`src/design/sublane_driver_pkg.sv`:
```
`default_nettype none

package sublane_driver_pkg;

   ////////////////////////////////////////////////////////////////////////////
   // sizes
   ////////////////////////////////////////////////////////////////////////////
   localparam int LANE_NUM        = 8;
   localparam int LANE_W          = $clog2(LANE_NUM);
   localparam int MEM_DEPTH       = 512;                      // words per lane vrf
   localparam int ADDR_W          = $clog2(MEM_DEPTH);
   localparam int MAX_VL_PER_LANE = 256;
   localparam int ELEM_W          = $clog2(MAX_VL_PER_LANE);  // element index in a lane
   localparam int VL_W            = $clog2(LANE_NUM * MAX_VL_PER_LANE);
   localparam int BYTES_PER_WORD  = 4;
   localparam int RCNT_W          = ELEM_W + 1;               // holds a full 256 count
   localparam int CYC_W           = ELEM_W + 2;               // reads + delay + tail

   ////////////////////////////////////////////////////////////////////////////
   // encodings
   ////////////////////////////////////////////////////////////////////////////
   typedef enum logic [1:0] {
      BYTE = 2'd0,
      HALF = 2'd1,
      WORD = 2'd2
   } sew_e;

   typedef enum logic [2:0] {
      NORMAL        = 3'd0,
      STORE         = 3'd2,
      INDEXED_STORE = 3'd3,
      LOAD          = 3'd4
   } inst_type_e;

   ////////////////////////////////////////////////////////////////////////////
   // port bundles
   ////////////////////////////////////////////////////////////////////////////
   typedef logic [BYTES_PER_WORD-1:0] byte_en_t;
   typedef byte_en_t [LANE_NUM-1:0] lane_bwen_t;

   typedef struct packed {
      inst_type_e                inst_type;
      logic [VL_W-1:0]           vl;
      sew_e                      sew;
      logic [ELEM_W-1:0]         inst_delay;   // cycles from first read to first write
      logic [ADDR_W-1:0]         waddr_start;
      logic [1:0][ADDR_W-1:0]    raddr_start;
   } sublane_cmd_t;

   typedef struct packed {
      logic       valid;
      logic       last;
      lane_bwen_t lane_bwen;
   } load_beat_t;

   typedef struct packed {
      logic                   ren;
      logic [1:0][ADDR_W-1:0] raddr;
      sew_e                   sew;
   } vrf_read_t;

   typedef struct packed {
      logic              wen;
      logic [ADDR_W-1:0] waddr;
      lane_bwen_t        bwen;
      logic              from_load;   // 1 = load data, 0 = alu data
   } vrf_write_t;

   typedef struct packed {
      logic data_valid;
      logic index_valid;
   } store_ctrl_t;

endpackage

`default_nettype wire

```
`src/design/vrf_addr_counter.sv`:
```
`timescale 1ns/1ps
`default_nettype none

module vrf_addr_counter (
   input  logic                                 clk_i,
   input  logic                                 rst_i,
   input  logic                                 load_i,
   input  logic [sublane_driver_pkg::ADDR_W-1:0] start_addr_i,
   input  sublane_driver_pkg::sew_e             sew_i,
   input  logic                                 en_i,
   input  logic                                 clear_i,
   output logic [sublane_driver_pkg::ADDR_W-1:0] addr_o,
   output logic [sublane_driver_pkg::ELEM_W-1:0] elem_o
);
   import sublane_driver_pkg::*;

   logic [1:0] wrap_mask;
   logic [1:0] sub_cnt;
   logic       word_step;

   // elements per word minus one
   always_comb begin
      case (sew_i)
         BYTE:    wrap_mask = 2'b11;
         HALF:    wrap_mask = 2'b01;
         default: wrap_mask = 2'b00;
      endcase
   end

   // sub-word position comes from the low element bits
   assign sub_cnt   = elem_o[1:0] & wrap_mask;
   assign word_step = (sub_cnt == wrap_mask);   // last element of this word

   always_ff @(posedge clk_i) begin
      if (!rst_i) begin
         addr_o <= '0;
         elem_o <= '0;
      end else if (load_i) begin
         addr_o <= start_addr_i;
         elem_o <= '0;
      end else if (clear_i) begin
         addr_o <= '0;
         elem_o <= '0;
      end else if (en_i) begin
         elem_o <= elem_o + 1'b1;
         if (word_step) begin
            addr_o <= addr_o + 1'b1;
         end
      end
   end

endmodule

`default_nettype wire

```
`src/design/byte_enable_gen.sv`:
```
`timescale 1ns/1ps
`default_nettype none

module byte_enable_gen (
   input  logic                               clk_i,
   input  logic                               rst_i,
   input  logic                               en_i,
   input  logic                               clear_i,
   input  sublane_driver_pkg::sew_e           sew_i,
   input  logic [sublane_driver_pkg::VL_W-1:0] vl_i,
   output sublane_driver_pkg::lane_bwen_t     bwen_o
);
   import sublane_driver_pkg::*;

   logic [ELEM_W-1:0] elem_q;    // element index k, same in every lane
   byte_en_t          shift4_q;  // one-hot, byte k mod 4
   logic [1:0]        shift2_q;  // half k mod 2
   byte_en_t          word_sel;

   always_ff @(posedge clk_i) begin
      if (!rst_i) begin
         elem_q   <= '0;
         shift4_q <= 4'b0001;
         shift2_q <= 2'b01;
      end else if (clear_i) begin
         elem_q   <= '0;
         shift4_q <= 4'b0001;
         shift2_q <= 2'b01;
      end else if (en_i) begin
         elem_q   <= elem_q + 1'b1;
         shift4_q <= {shift4_q[2:0], shift4_q[3]};
         shift2_q <= {shift2_q[0], shift2_q[1]};
      end
   end

   always_comb begin
      case (sew_i)
         BYTE:    word_sel = shift4_q;
         HALF:    word_sel = {{2{shift2_q[1]}}, {2{shift2_q[0]}}};
         WORD:    word_sel = '1;
         default: word_sel = '0;
      endcase
   end

   ////////////////////////////////////////////////////////////////////////////
   // tail masking
   ////////////////////////////////////////////////////////////////////////////
   // global element of a lane is k*LANE_NUM + lane
   always_comb begin
      for (int lane = 0; lane < LANE_NUM; lane++) begin
         if ({elem_q, LANE_W'(lane)} < vl_i) begin
            bwen_o[lane] = word_sel;
         end else begin
            bwen_o[lane] = '0;   // past vl
         end
      end
   end

endmodule

`default_nettype wire

```
`src/design/sublane_ctrl_fsm.sv`:
```
`timescale 1ns/1ps
`default_nettype none

module sublane_ctrl_fsm (
   input  logic                             clk_i,
   input  logic                             rst_i,
   input  logic                             start_i,
   input  sublane_driver_pkg::sublane_cmd_t cmd_i,
   input  sublane_driver_pkg::load_beat_t   load_i,
   output logic                             ready_o,
   output logic                             ready_for_load_o,
   output sublane_driver_pkg::sublane_cmd_t cmd_o,
   output logic                             rd_cnt_en_o,
   output logic                             wr_cnt_en_o,
   output logic                             cnt_load_o,
   output logic                             cnt_clear_o,
   output logic                             ren_o,
   output logic                             wen_o,
   output logic                             from_load_o,
   output sublane_driver_pkg::store_ctrl_t  store_o
);
   import sublane_driver_pkg::*;

   typedef enum logic [1:0] {
      IDLE,
      NORMAL_RUN,
      READ_RUN,
      LOAD_RUN
   } state_e;

   state_e            state_q;
   logic [RCNT_W-1:0] r_q;        // elements per lane, ceil(vl / LANE_NUM)
   logic [CYC_W-1:0]  cyc_q;
   logic [CYC_W-1:0]  rd_last;
   logic [CYC_W-1:0]  wr_first;
   logic [CYC_W-1:0]  wr_last;
   logic              accept;
   logic              rd_win;
   logic              wr_win;
   logic              load_take;
   logic              finish;
   logic              is_store;

   assign accept    = start_i && ready_o;
   assign load_take = ready_for_load_o && load_i.valid;
   assign is_store  = (cmd_o.inst_type == STORE) || (cmd_o.inst_type == INDEXED_STORE);

   ////////////////////////////////////////////////////////////////////////////
   // read / write windows on the cycle counter
   ////////////////////////////////////////////////////////////////////////////
   assign rd_last  = CYC_W'(r_q);
   assign wr_first = CYC_W'(cmd_o.inst_delay) + 1'b1;
   assign wr_last  = CYC_W'(r_q) + CYC_W'(cmd_o.inst_delay);
   assign rd_win   = (cyc_q != '0) && (cyc_q <= rd_last);     // cycles 1..R
   assign wr_win   = (cyc_q >= wr_first) && (cyc_q <= wr_last);

   always_comb begin
      case (state_q)
         NORMAL_RUN: finish = (cyc_q == wr_last + 1'b1);   // one after last write
         READ_RUN:   finish = (cyc_q == rd_last + 1'b1);
         LOAD_RUN:   finish = (cyc_q == CYC_W'(2)) && !ready_for_load_o;
         default:    finish = 1'b0;
      endcase
   end

   ////////////////////////////////////////////////////////////////////////////
   // state, command register, cycle counter
   ////////////////////////////////////////////////////////////////////////////
   always_ff @(posedge clk_i) begin
      if (!rst_i) begin
         state_q <= IDLE;
         cmd_o   <= '0;
         r_q     <= '0;
         cyc_q   <= '0;
      end else begin
         case (state_q)
            IDLE: begin
               if (accept) begin
                  cmd_o <= cmd_i;
                  r_q   <= {1'b0, cmd_i.vl[VL_W-1:LANE_W]} + RCNT_W'(|cmd_i.vl[LANE_W-1:0]);
                  cyc_q <= '0;
                  case (cmd_i.inst_type)
                     NORMAL: state_q <= NORMAL_RUN;
                     LOAD: begin
                        state_q   <= LOAD_RUN;
                        cmd_o.sew <= WORD;       // load beats fill whole words
                     end
                     default: state_q <= READ_RUN;
                  endcase
               end
            end
            default: begin
               if (finish) begin
                  state_q <= IDLE;
               end
               // in a load the counter parks at 2 while beats are taken
               if (state_q != LOAD_RUN || !ready_for_load_o) begin
                  cyc_q <= cyc_q + 1'b1;
               end
            end
         endcase
      end
   end

   ////////////////////////////////////////////////////////////////////////////
   // registered outputs
   ////////////////////////////////////////////////////////////////////////////
   always_ff @(posedge clk_i) begin
      if (!rst_i) begin
         ready_o          <= 1'b1;
         ready_for_load_o <= 1'b0;
         ren_o            <= 1'b0;
         wen_o            <= 1'b0;
         from_load_o      <= 1'b0;
         cnt_load_o       <= 1'b0;
         cnt_clear_o      <= 1'b0;
         store_o          <= '0;
      end else begin
         if (accept) begin
            ready_o <= 1'b0;
         end else if (finish) begin
            ready_o <= 1'b1;
         end
         cnt_load_o  <= accept;   // counters take start addresses at cycle 0
         cnt_clear_o <= finish;
         ren_o       <= (state_q == NORMAL_RUN || state_q == READ_RUN) && rd_win;
         wen_o       <= (state_q == NORMAL_RUN && wr_win) || load_take;
         from_load_o <= load_take;
         ready_for_load_o <= (state_q == LOAD_RUN) &&
                             ((cyc_q == CYC_W'(1)) ||
                              (ready_for_load_o && !(load_take && load_i.last)));
         store_o.data_valid  <= (state_q == READ_RUN) && rd_win && is_store;
         store_o.index_valid <= (state_q == READ_RUN) && rd_win &&
                                (cmd_o.inst_type == INDEXED_STORE);
      end
   end

   // address counters step on every issued access
   assign rd_cnt_en_o = ren_o;
   assign wr_cnt_en_o = wen_o;

endmodule

`default_nettype wire

```
`src/design/sublane_driver.sv`:
```
`timescale 1ns/1ps
`default_nettype none

module sublane_driver (
   input  logic                             clk_i,
   input  logic                             rst_i,
   input  logic                             start_i,
   input  sublane_driver_pkg::sublane_cmd_t cmd_i,
   input  sublane_driver_pkg::load_beat_t   load_i,
   output logic                             ready_o,
   output logic                             ready_for_load_o,
   output sublane_driver_pkg::vrf_read_t    vrf_rd_o,
   output sublane_driver_pkg::vrf_write_t   vrf_wr_o,
   output sublane_driver_pkg::store_ctrl_t  store_o
);
   import sublane_driver_pkg::*;

   sublane_cmd_t      cmd_q;
   logic              rd_cnt_en;
   logic              wr_cnt_en;
   logic              cnt_load;
   logic              cnt_clear;
   logic              ren;
   logic              wen;
   logic              from_load;
   logic [ADDR_W-1:0] waddr;
   logic [ADDR_W-1:0] raddr0;
   logic [ADDR_W-1:0] raddr1;
   lane_bwen_t        gen_bwen;
   lane_bwen_t        load_bwen_q;

   sublane_ctrl_fsm i_ctrl_fsm (
      .clk_i            (clk_i),
      .rst_i            (rst_i),
      .start_i          (start_i),
      .cmd_i            (cmd_i),
      .load_i           (load_i),
      .ready_o          (ready_o),
      .ready_for_load_o (ready_for_load_o),
      .cmd_o            (cmd_q),
      .rd_cnt_en_o      (rd_cnt_en),
      .wr_cnt_en_o      (wr_cnt_en),
      .cnt_load_o       (cnt_load),
      .cnt_clear_o      (cnt_clear),
      .ren_o            (ren),
      .wen_o            (wen),
      .from_load_o      (from_load),
      .store_o          (store_o)
   );

   vrf_addr_counter i_waddr_cnt (
      .clk_i (clk_i), .rst_i (rst_i), .load_i (cnt_load),
      .start_addr_i (cmd_q.waddr_start), .sew_i (cmd_q.sew),
      .en_i (wr_cnt_en), .clear_i (cnt_clear), .addr_o (waddr), .elem_o ()
   );

   vrf_addr_counter i_raddr0_cnt (
      .clk_i (clk_i), .rst_i (rst_i), .load_i (cnt_load),
      .start_addr_i (cmd_q.raddr_start[0]), .sew_i (cmd_q.sew),
      .en_i (rd_cnt_en), .clear_i (cnt_clear), .addr_o (raddr0), .elem_o ()
   );

   vrf_addr_counter i_raddr1_cnt (
      .clk_i (clk_i), .rst_i (rst_i), .load_i (cnt_load),
      .start_addr_i (cmd_q.raddr_start[1]), .sew_i (cmd_q.sew),
      .en_i (rd_cnt_en), .clear_i (cnt_clear), .addr_o (raddr1), .elem_o ()
   );

   byte_enable_gen i_bwen_gen (
      .clk_i (clk_i), .rst_i (rst_i), .en_i (wr_cnt_en), .clear_i (cnt_clear),
      .sew_i (cmd_q.sew), .vl_i (cmd_q.vl), .bwen_o (gen_bwen)
   );

   // beat enables held for the write issued one cycle later
   always_ff @(posedge clk_i) begin
      if (load_i.valid && ready_for_load_o) begin
         load_bwen_q <= load_i.lane_bwen;
      end
   end

   assign vrf_rd_o.ren      = ren;
   assign vrf_rd_o.raddr[0] = raddr0;
   assign vrf_rd_o.raddr[1] = raddr1;
   assign vrf_rd_o.sew      = cmd_q.sew;

   assign vrf_wr_o.wen       = wen;
   assign vrf_wr_o.waddr     = waddr;
   assign vrf_wr_o.bwen      = from_load ? load_bwen_q : gen_bwen;
   assign vrf_wr_o.from_load = from_load;

endmodule

`default_nettype wire

```
`config.mk`:
```
export PLATFORM = sky130hd
export DESIGN_NAME = sublane_driver
export DESIGN_NICKNAME = d
export VERILOG_FILES = /design/src/design/sublane_driver_pkg.sv /design/src/design/vrf_addr_counter.sv /design/src/design/byte_enable_gen.sv /design/src/design/sublane_ctrl_fsm.sv /design/src/design/sublane_driver.sv
export SDC_FILE = /design/constraint.sdc
export NUM_CORES = 1
export LEC_CHECK = 0
export CAP_MARGIN = 20
export CORE_ASPECT_RATIO = 0.9
export CORE_MARGIN = 10
export CORE_UTILIZATION = 55
export DETAILED_ROUTE_END_ITERATION = 16
export DONT_BUFFER_PORTS = 1
export GPL_ROUTABILITY_DRIVEN = 0
export HOLD_SLACK_MARGIN = 0.03
export PLACE_DENSITY = 0.7
export SYNTH_ARGS = -nofsm -noshare
export SYNTH_HDL_FRONTEND = slang
export SYNTH_SLANG_ARGS = --single-unit
```
`constraint.sdc`:
```
create_clock -name clk_i -period 8.8 [get_ports clk_i]
set_input_delay 0.44 -clock clk_i [delete_from_list [all_inputs] [get_ports clk_i]]
set_output_delay 0.44 -clock clk_i [all_outputs]
set_load 0.01 [all_outputs]
```
==> reports/metrics.yaml, run 1 <==
outcome: "finished, final reports clean"
holdBufCountCts: 0
hp-class: "primary input to register"
grt_usage: 0.206
clock_path_buffers: 2
die-area_um2: 21100
yosysWarnings: 0
setup_viol: 0
wirelength_mm: 22.4
synth_commonest_cells: "nand2_1, dfxtp_1, a21oi_1"
fin_util: 0.610
netlist_area_um2: 8640
synth_most_common_cell: "nand2_1"
grt_pass1_vias: 6568
synth-main-ff-cell: "dfxtp_1"
syn_nets: 1165
syn_area_per_cell_um2: 8.51
critPathCaptureType: "register"
worst_slew_pin_slew_ns: 0.935
intPower_mw: 1.36
yosys-top-cells-area: "dfxtp_1, edfxtp_1, ha_1, nand2_1, a21oi_1"
drt_iter0_drc: 425
dp_hpwl_mm: 16.4
cts_tree: "done"
core_area_um2: 15400
vias: 7106
critPathMaxFanout: 5
cts_sinks: 160
drcViolationCount: 0
wire_per_inst_um: 18.6
power_leakage_nw: 3.60
required_ns: 9.12
ir_worst_vdd_v: 0.000146
grt_max_degree: 69
fin_skew_ns: 0.0213
synth_top_area_frac: 0.297
drive_above_1_share: 0.0517
relSlewSlack: 0.376
max_freq_mhz: 262
rsz0062_at_grt: "no"
cts_root_buffer: "clkbuf_16"
p_per_area_nw_per_um2: 200
cp_data_arrival_time_ns: 4.13
cap_violations: 0
post-route-period-util: 0.433
hold_viol_final: 0
synth_cell_type_count: 62
grt_pass1_wl_mm: 35.9
h-tree-depth: 4
total_power_mw: 1.88
seqPwrFrac: 0.428
combPwrFrac: 0.156
initial_core_util: 0.562
swShare: 0.276
overflow: 0
cts_setup_buffers: 0
detail-route-antenna-nets: 0
async_reset_ff_frac: 0
fin_hold_ws_ns: 0.0990
portBuffers: 0
path_clk_slew_ns: 0.06
cts_inserted_buffers: 17
yosysSeqAreaShare: 0.408
clkPwrFrac: 0.416
nFillCells: 1376
critPathKind: "register to register"
die_y_um: 139
io_pins: 156
drv_slew: 0
tns_ns: 0
power_switching_mw: 0.518
worstSkewPairLatency_ns: 0.44
synth-edff-count: 32
first_pass_iters: 7
synth_area_leader_cell: "dfxtp_1"
start_kind: "register"
antenna_found_initial: 0
antenna_cells: 0
fin_crit_ns: 3.81
syn_inst: 1015
fin_nets: 1142
area_delta_synth_final_pct: 8.63
synth-seq-cells: 160
cts-resized-gates: 0
via_per_inst: 5.89
die_w_um: 152
placementRows: 43
==> final cells by class <==
type | count | area [µm²] | share of cell area
Clock buffer | 22 | 487 | 0.0519
Timing Repair Buffer | 7 | 52.6 | 0.00560
Clock inverter | 10 | 146 | 0.0156
Multi-Input combinational cell | 768 | 4780 | 0.509
Tap cell | 202 | 253 | 0.0269
Sequential cell | 160 | 3520 | 0.375
Inverter | 38 | 143 | 0.0152
==> cells in the final DEF, fill, tap and decap left out, types with 10 or more instances in the layout <==
| cell | netlist | final |
|---|---|---|
| a31oi_1 | 10 | 10 |
| xor2_1 | 26 | 26 |
| nand3_1 | 21 | 21 |
| dfxtp_1 | 128 | 128 |
| inv_1 | 37 | 36 |
| clkbuf_16 | 0 | 18 |
| and3_1 | 10 | 10 |
| a21boi_0 | 11 | 11 |
| nand2_1 | 181 | 180 |
| nor2_1 | 77 | 76 |
| nor3_1 | 21 | 21 |
| a22o_1 | 19 | 19 |
| a21o_1 | 17 | 17 |
| a21oi_1 | 109 | 109 |
| o21ai_0 | 37 | 37 |
| edfxtp_1 | 32 | 32 |
| nand4_1 | 14 | 14 |
| xnor2_1 | 27 | 27 |
| ha_1 | 61 | 61 |
==> per-layer routing <==
layer / vias to the layer above / global-route usage / wire (µm)
li1: 3556 / - / -
met1: 3271 / 0.263 / 10100
met2: 254 / 0.320 / 10000
met3: 25 / 0.0735 / 1990
met4: 0 / 0.0603 / 325
met5: - / 0 / 0
==> final timing paths <==
kind | cells after the start | startpoint | end | slack [ns]
min | 0 | load_i[4] | load_bwen_q[4] | 0.1
max reg2reg | 12 | i_ctrl_fsm.cmd_o[27] | i_ctrl_fsm.state_q[1] | 4.99
max | 12 | i_ctrl_fsm.cmd_o[27] | i_ctrl_fsm.state_q[1] | 4.99
min reg2reg | 2 | i_ctrl_fsm.cmd_o[1] | i_ctrl_fsm.cmd_o[1] | 0.45
==> sequential cells by signal (all words and copies together), names as in the netlist, 2 cells and up <==
signal,cells
i_ctrl_fsm.cyc_q,10
load_bwen_q,32
i_raddr1_cnt.elem_o,2
i_ctrl_fsm.state_q,2
i_waddr_cnt.elem_o,2
i_bwen_gen.shift4_q,4
i_bwen_gen.shift2_q,2
i_bwen_gen.elem_q,8
i_raddr0_cnt.elem_o,2
i_ctrl_fsm.store_o,2
i_raddr1_cnt.addr_o,9
i_ctrl_fsm.cmd_o,51
i_waddr_cnt.addr_o,9
i_ctrl_fsm.r_q,9
i_raddr0_cnt.addr_o,9
==> power groups by stage <==
stage          logic (mW)  registers (mW)  clock network [mW]
6_report            0.293           0.804               0.782
3_3_place_gp        0.286           0.819                   0
2_1_floorplan       0.232           0.808                   0
3_5_place_dp        0.290           0.820                   0
5_1_grt             0.329           0.808               0.825
4_1_cts             0.293           0.803               0.797
==> cell families (layout without fill, tap and decap cells) <==
kind of cell,count (synthesis),in the layout,share of synthesized area
fa+ha+maj,62,62,0.0906
simple gates,371,371,0.192
xor+xnor,54,54,0.0565
compound gates,271,271,0.201
mux,10,10,0.0119
flops,160,160,0.408
buf+inv,87,77,0.0400
==> critical path, cell delays in order, from the launching register on <==
cell and delay, ns:
dfxtp_1 0.41, ha_1 0.26, inv_1 0.08, fa_1 0.40, xor2_1 0.20, o32ai_1 0.53
o2111ai_1 0.29, or4b_1 0.52, o211ai_1 0.16, a31oi_1 0.11, o31ai_1 0.46, nor3_1 0.09
o21a_1 0.19
==> through the flow <==
| stage | instance area [µm²] | instances | setup WS [ns] |
|---|---|---|---|
| after floorplan | 8640 | 1015 | 5.53 |
| after global placement | 8750 | 1175 | 5.13 |
| after detailed placement | 8750 | 1175 | 5.08 |
| after CTS | 9390 | 1207 | 5.05 |
| after global routing | 9390 | 1207 | 4.70 |
| final | 9390 | 1207 | 4.99 |
No activity file was read; power rests on OpenSTA's default activity.
==> run 2, diff against run 1 <==
Settings changed: PLACE_DENSITY 0.7 to 0.73.
Clock period 8.8 ns to 3.25 ns, I/O delays scaled along.
==> reports/metrics.yaml, run 2 (synthesis results as in run 1) <==
die_w_um: 152
detail-route-antenna-nets: 0
vias: 7788
drv_slew: 0
critPathKind: "register to register"
antenna_found_initial: 0
cts_root_buffer: "clkbuf_16"
overflow: 0
critPathCaptureType: "register"
grt_usage: 0.224
grt_pass1_vias: 7462
largest_reg_flops: 51
drive_above_1_share: 0.0904
fin_crit_ns: 3.20
power_leakage_nw: 4.09
via_per_inst: 5.90
cp_data_arrival_time_ns: 3.47
top_regs: "i_ctrl_fsm.cmd_o: 51 flops, load_bwen_q: 32 flops, i_ctrl_fsm.cyc_q: 10 flops"
post-route-period-util: 0.984
cts_sinks: 160
rsz0062_at_grt: "yes"
start_kind: "register"
drt_iter0_drc: 584
fin_util: 0.685
p_per_area_nw_per_um2: 485
relSlewSlack: 0.360
swShare: 0.292
hp-class: "primary input to register"
critPathMaxFanout: 4
max_freq_mhz: 313
h-tree-depth: 4
setup_viol: 0
cts_tree: "done"
tns_ns: 0
final_common_cell: "nand2_1"
die_y_um: 139
fin_nets: 1254
path_clk_slew_ns: 0.06
cap_violations: 0
seqPwrFrac: 0.424
io_pins: 156
area_delta_synth_final_pct: 22.0
placementRows: 43
initial_core_util: 0.562
antenna_cells: 0
drcViolationCount: 0
outcome: "finished, final reports clean"
die-area_um2: 21100
intPower_mw: 3.62
hold_viol_final: 0
first_pass_iters: 5
fin_skew_ns: 0.00911
clkPwrFrac: 0.382
wire_per_inst_um: 18.6
clock_path_buffers: 2
combPwrFrac: 0.195
cts_inserted_buffers: 17
top_register: "i_ctrl_fsm.cmd_o"
grt_pass1_wl_mm: 39.5
nFillCells: 1245
fin_hold_ws_ns: 0.0593
grt_max_degree: 77
worstSkewPairLatency_ns: 0.43
portBuffers: 0
dp_hpwl_mm: 16.6
core_area_um2: 15400
ir_worst_vdd_v: 0.000441
required_ns: 3.52
worst_slew_pin_slew_ns: 0.957
layout_common_cells: "nand2_1, dfxtp_1, a21oi_1, dlygate4sd3_1, nor2_1"
power_switching_mw: 1.50
wirelength_mm: 24.5
[run 2: metrics by stage]
step / power [mW] / std cells / cell area [µm²] / setup WS [ns]
after global placement: 3.03 / 1195 / 8910 / -0.0640
after CTS: 5.10 / 1314 / 10400 / 0.0334
after detailed placement: 3.05 / 1195 / 8910 / -0.110
after floorplan: 2.82 / 1015 / 8650 / 0.0223
final: 5.12 / 1319 / 10500 / 0.0511
after global routing: 5.33 / 1319 / 10500 / -0.104
[run 2: final timing paths]
path | startpoint | endpoint | slack (ns) | cells past startpoint
setup / recovery | i_ctrl_fsm.r_q[0] | i_ctrl_fsm.state_q[0] | 0.05 | 13
hold / removal | cmd_i[44] | i_ctrl_fsm.r_q[6] | 0.06 | 3
setup reg to reg | i_ctrl_fsm.r_q[0] | i_ctrl_fsm.state_q[0] | 0.05 | 13
hold reg to reg | i_ctrl_fsm.cmd_o[50] | i_ctrl_fsm.store_o[1] | 0.45 | 1
[run 2: what timing repair did]
item / CTS / global route
hold endpoints to repair: 111 / 0
hold buffers: 86 / 0
endpoints found under the setup margin: 4 / 5
gates resized for setup: 14 / 20
pin swaps: 6 / 9
setup buffers: 1 / 5
[run 2: cell type report]
cell class	instances	area, µm²	area share
clock buffers	20	468	0.0444
clock inverters	12	106	0.0101
inverters	38	143	0.0135
multi-input cells	768	4940	0.468
flip-flops and latches	160	3530	0.335
well taps	202	253	0.0240
repair buffers	119	1110	0.105
[run 2: power by group through the flow]
stage	Combinational, mW	Clock (mW)	Sequential (mW)
floorplan	0.629	0	2.19
global placement	0.823	0	2.21
detailed placement	0.835	0	2.21
CTS	0.955	1.98	2.17
global route	1.10	2.05	2.18
finish	0.996	1.95	2.17
[run 2: critical path, stage by stage (launching register included)]
cell	delay, ns
dfxtp_2	0.36
ha_4	0.15
inv_2	0.04
fa_2	0.34
nand2b_4	0.17
a21oi_4	0.16
xnor2_2	0.11
o31a_1	0.28
or4b_1	0.52
o211ai_1	0.27
a31oi_4	0.13
o31ai_4	0.31
or3_1	0.15
a31oi_1	0.06
[run 2: metal layers]
metal / global-route usage / vias up / wire [µm]
li1: - / 3769 / -
met1: 0.291 / 3649 / 10500
met2: 0.344 / 328 / 11100
met3: 0.0716 / 42 / 2390
met4: 0.0734 / 0 / 536
met5: 0 / - / 0
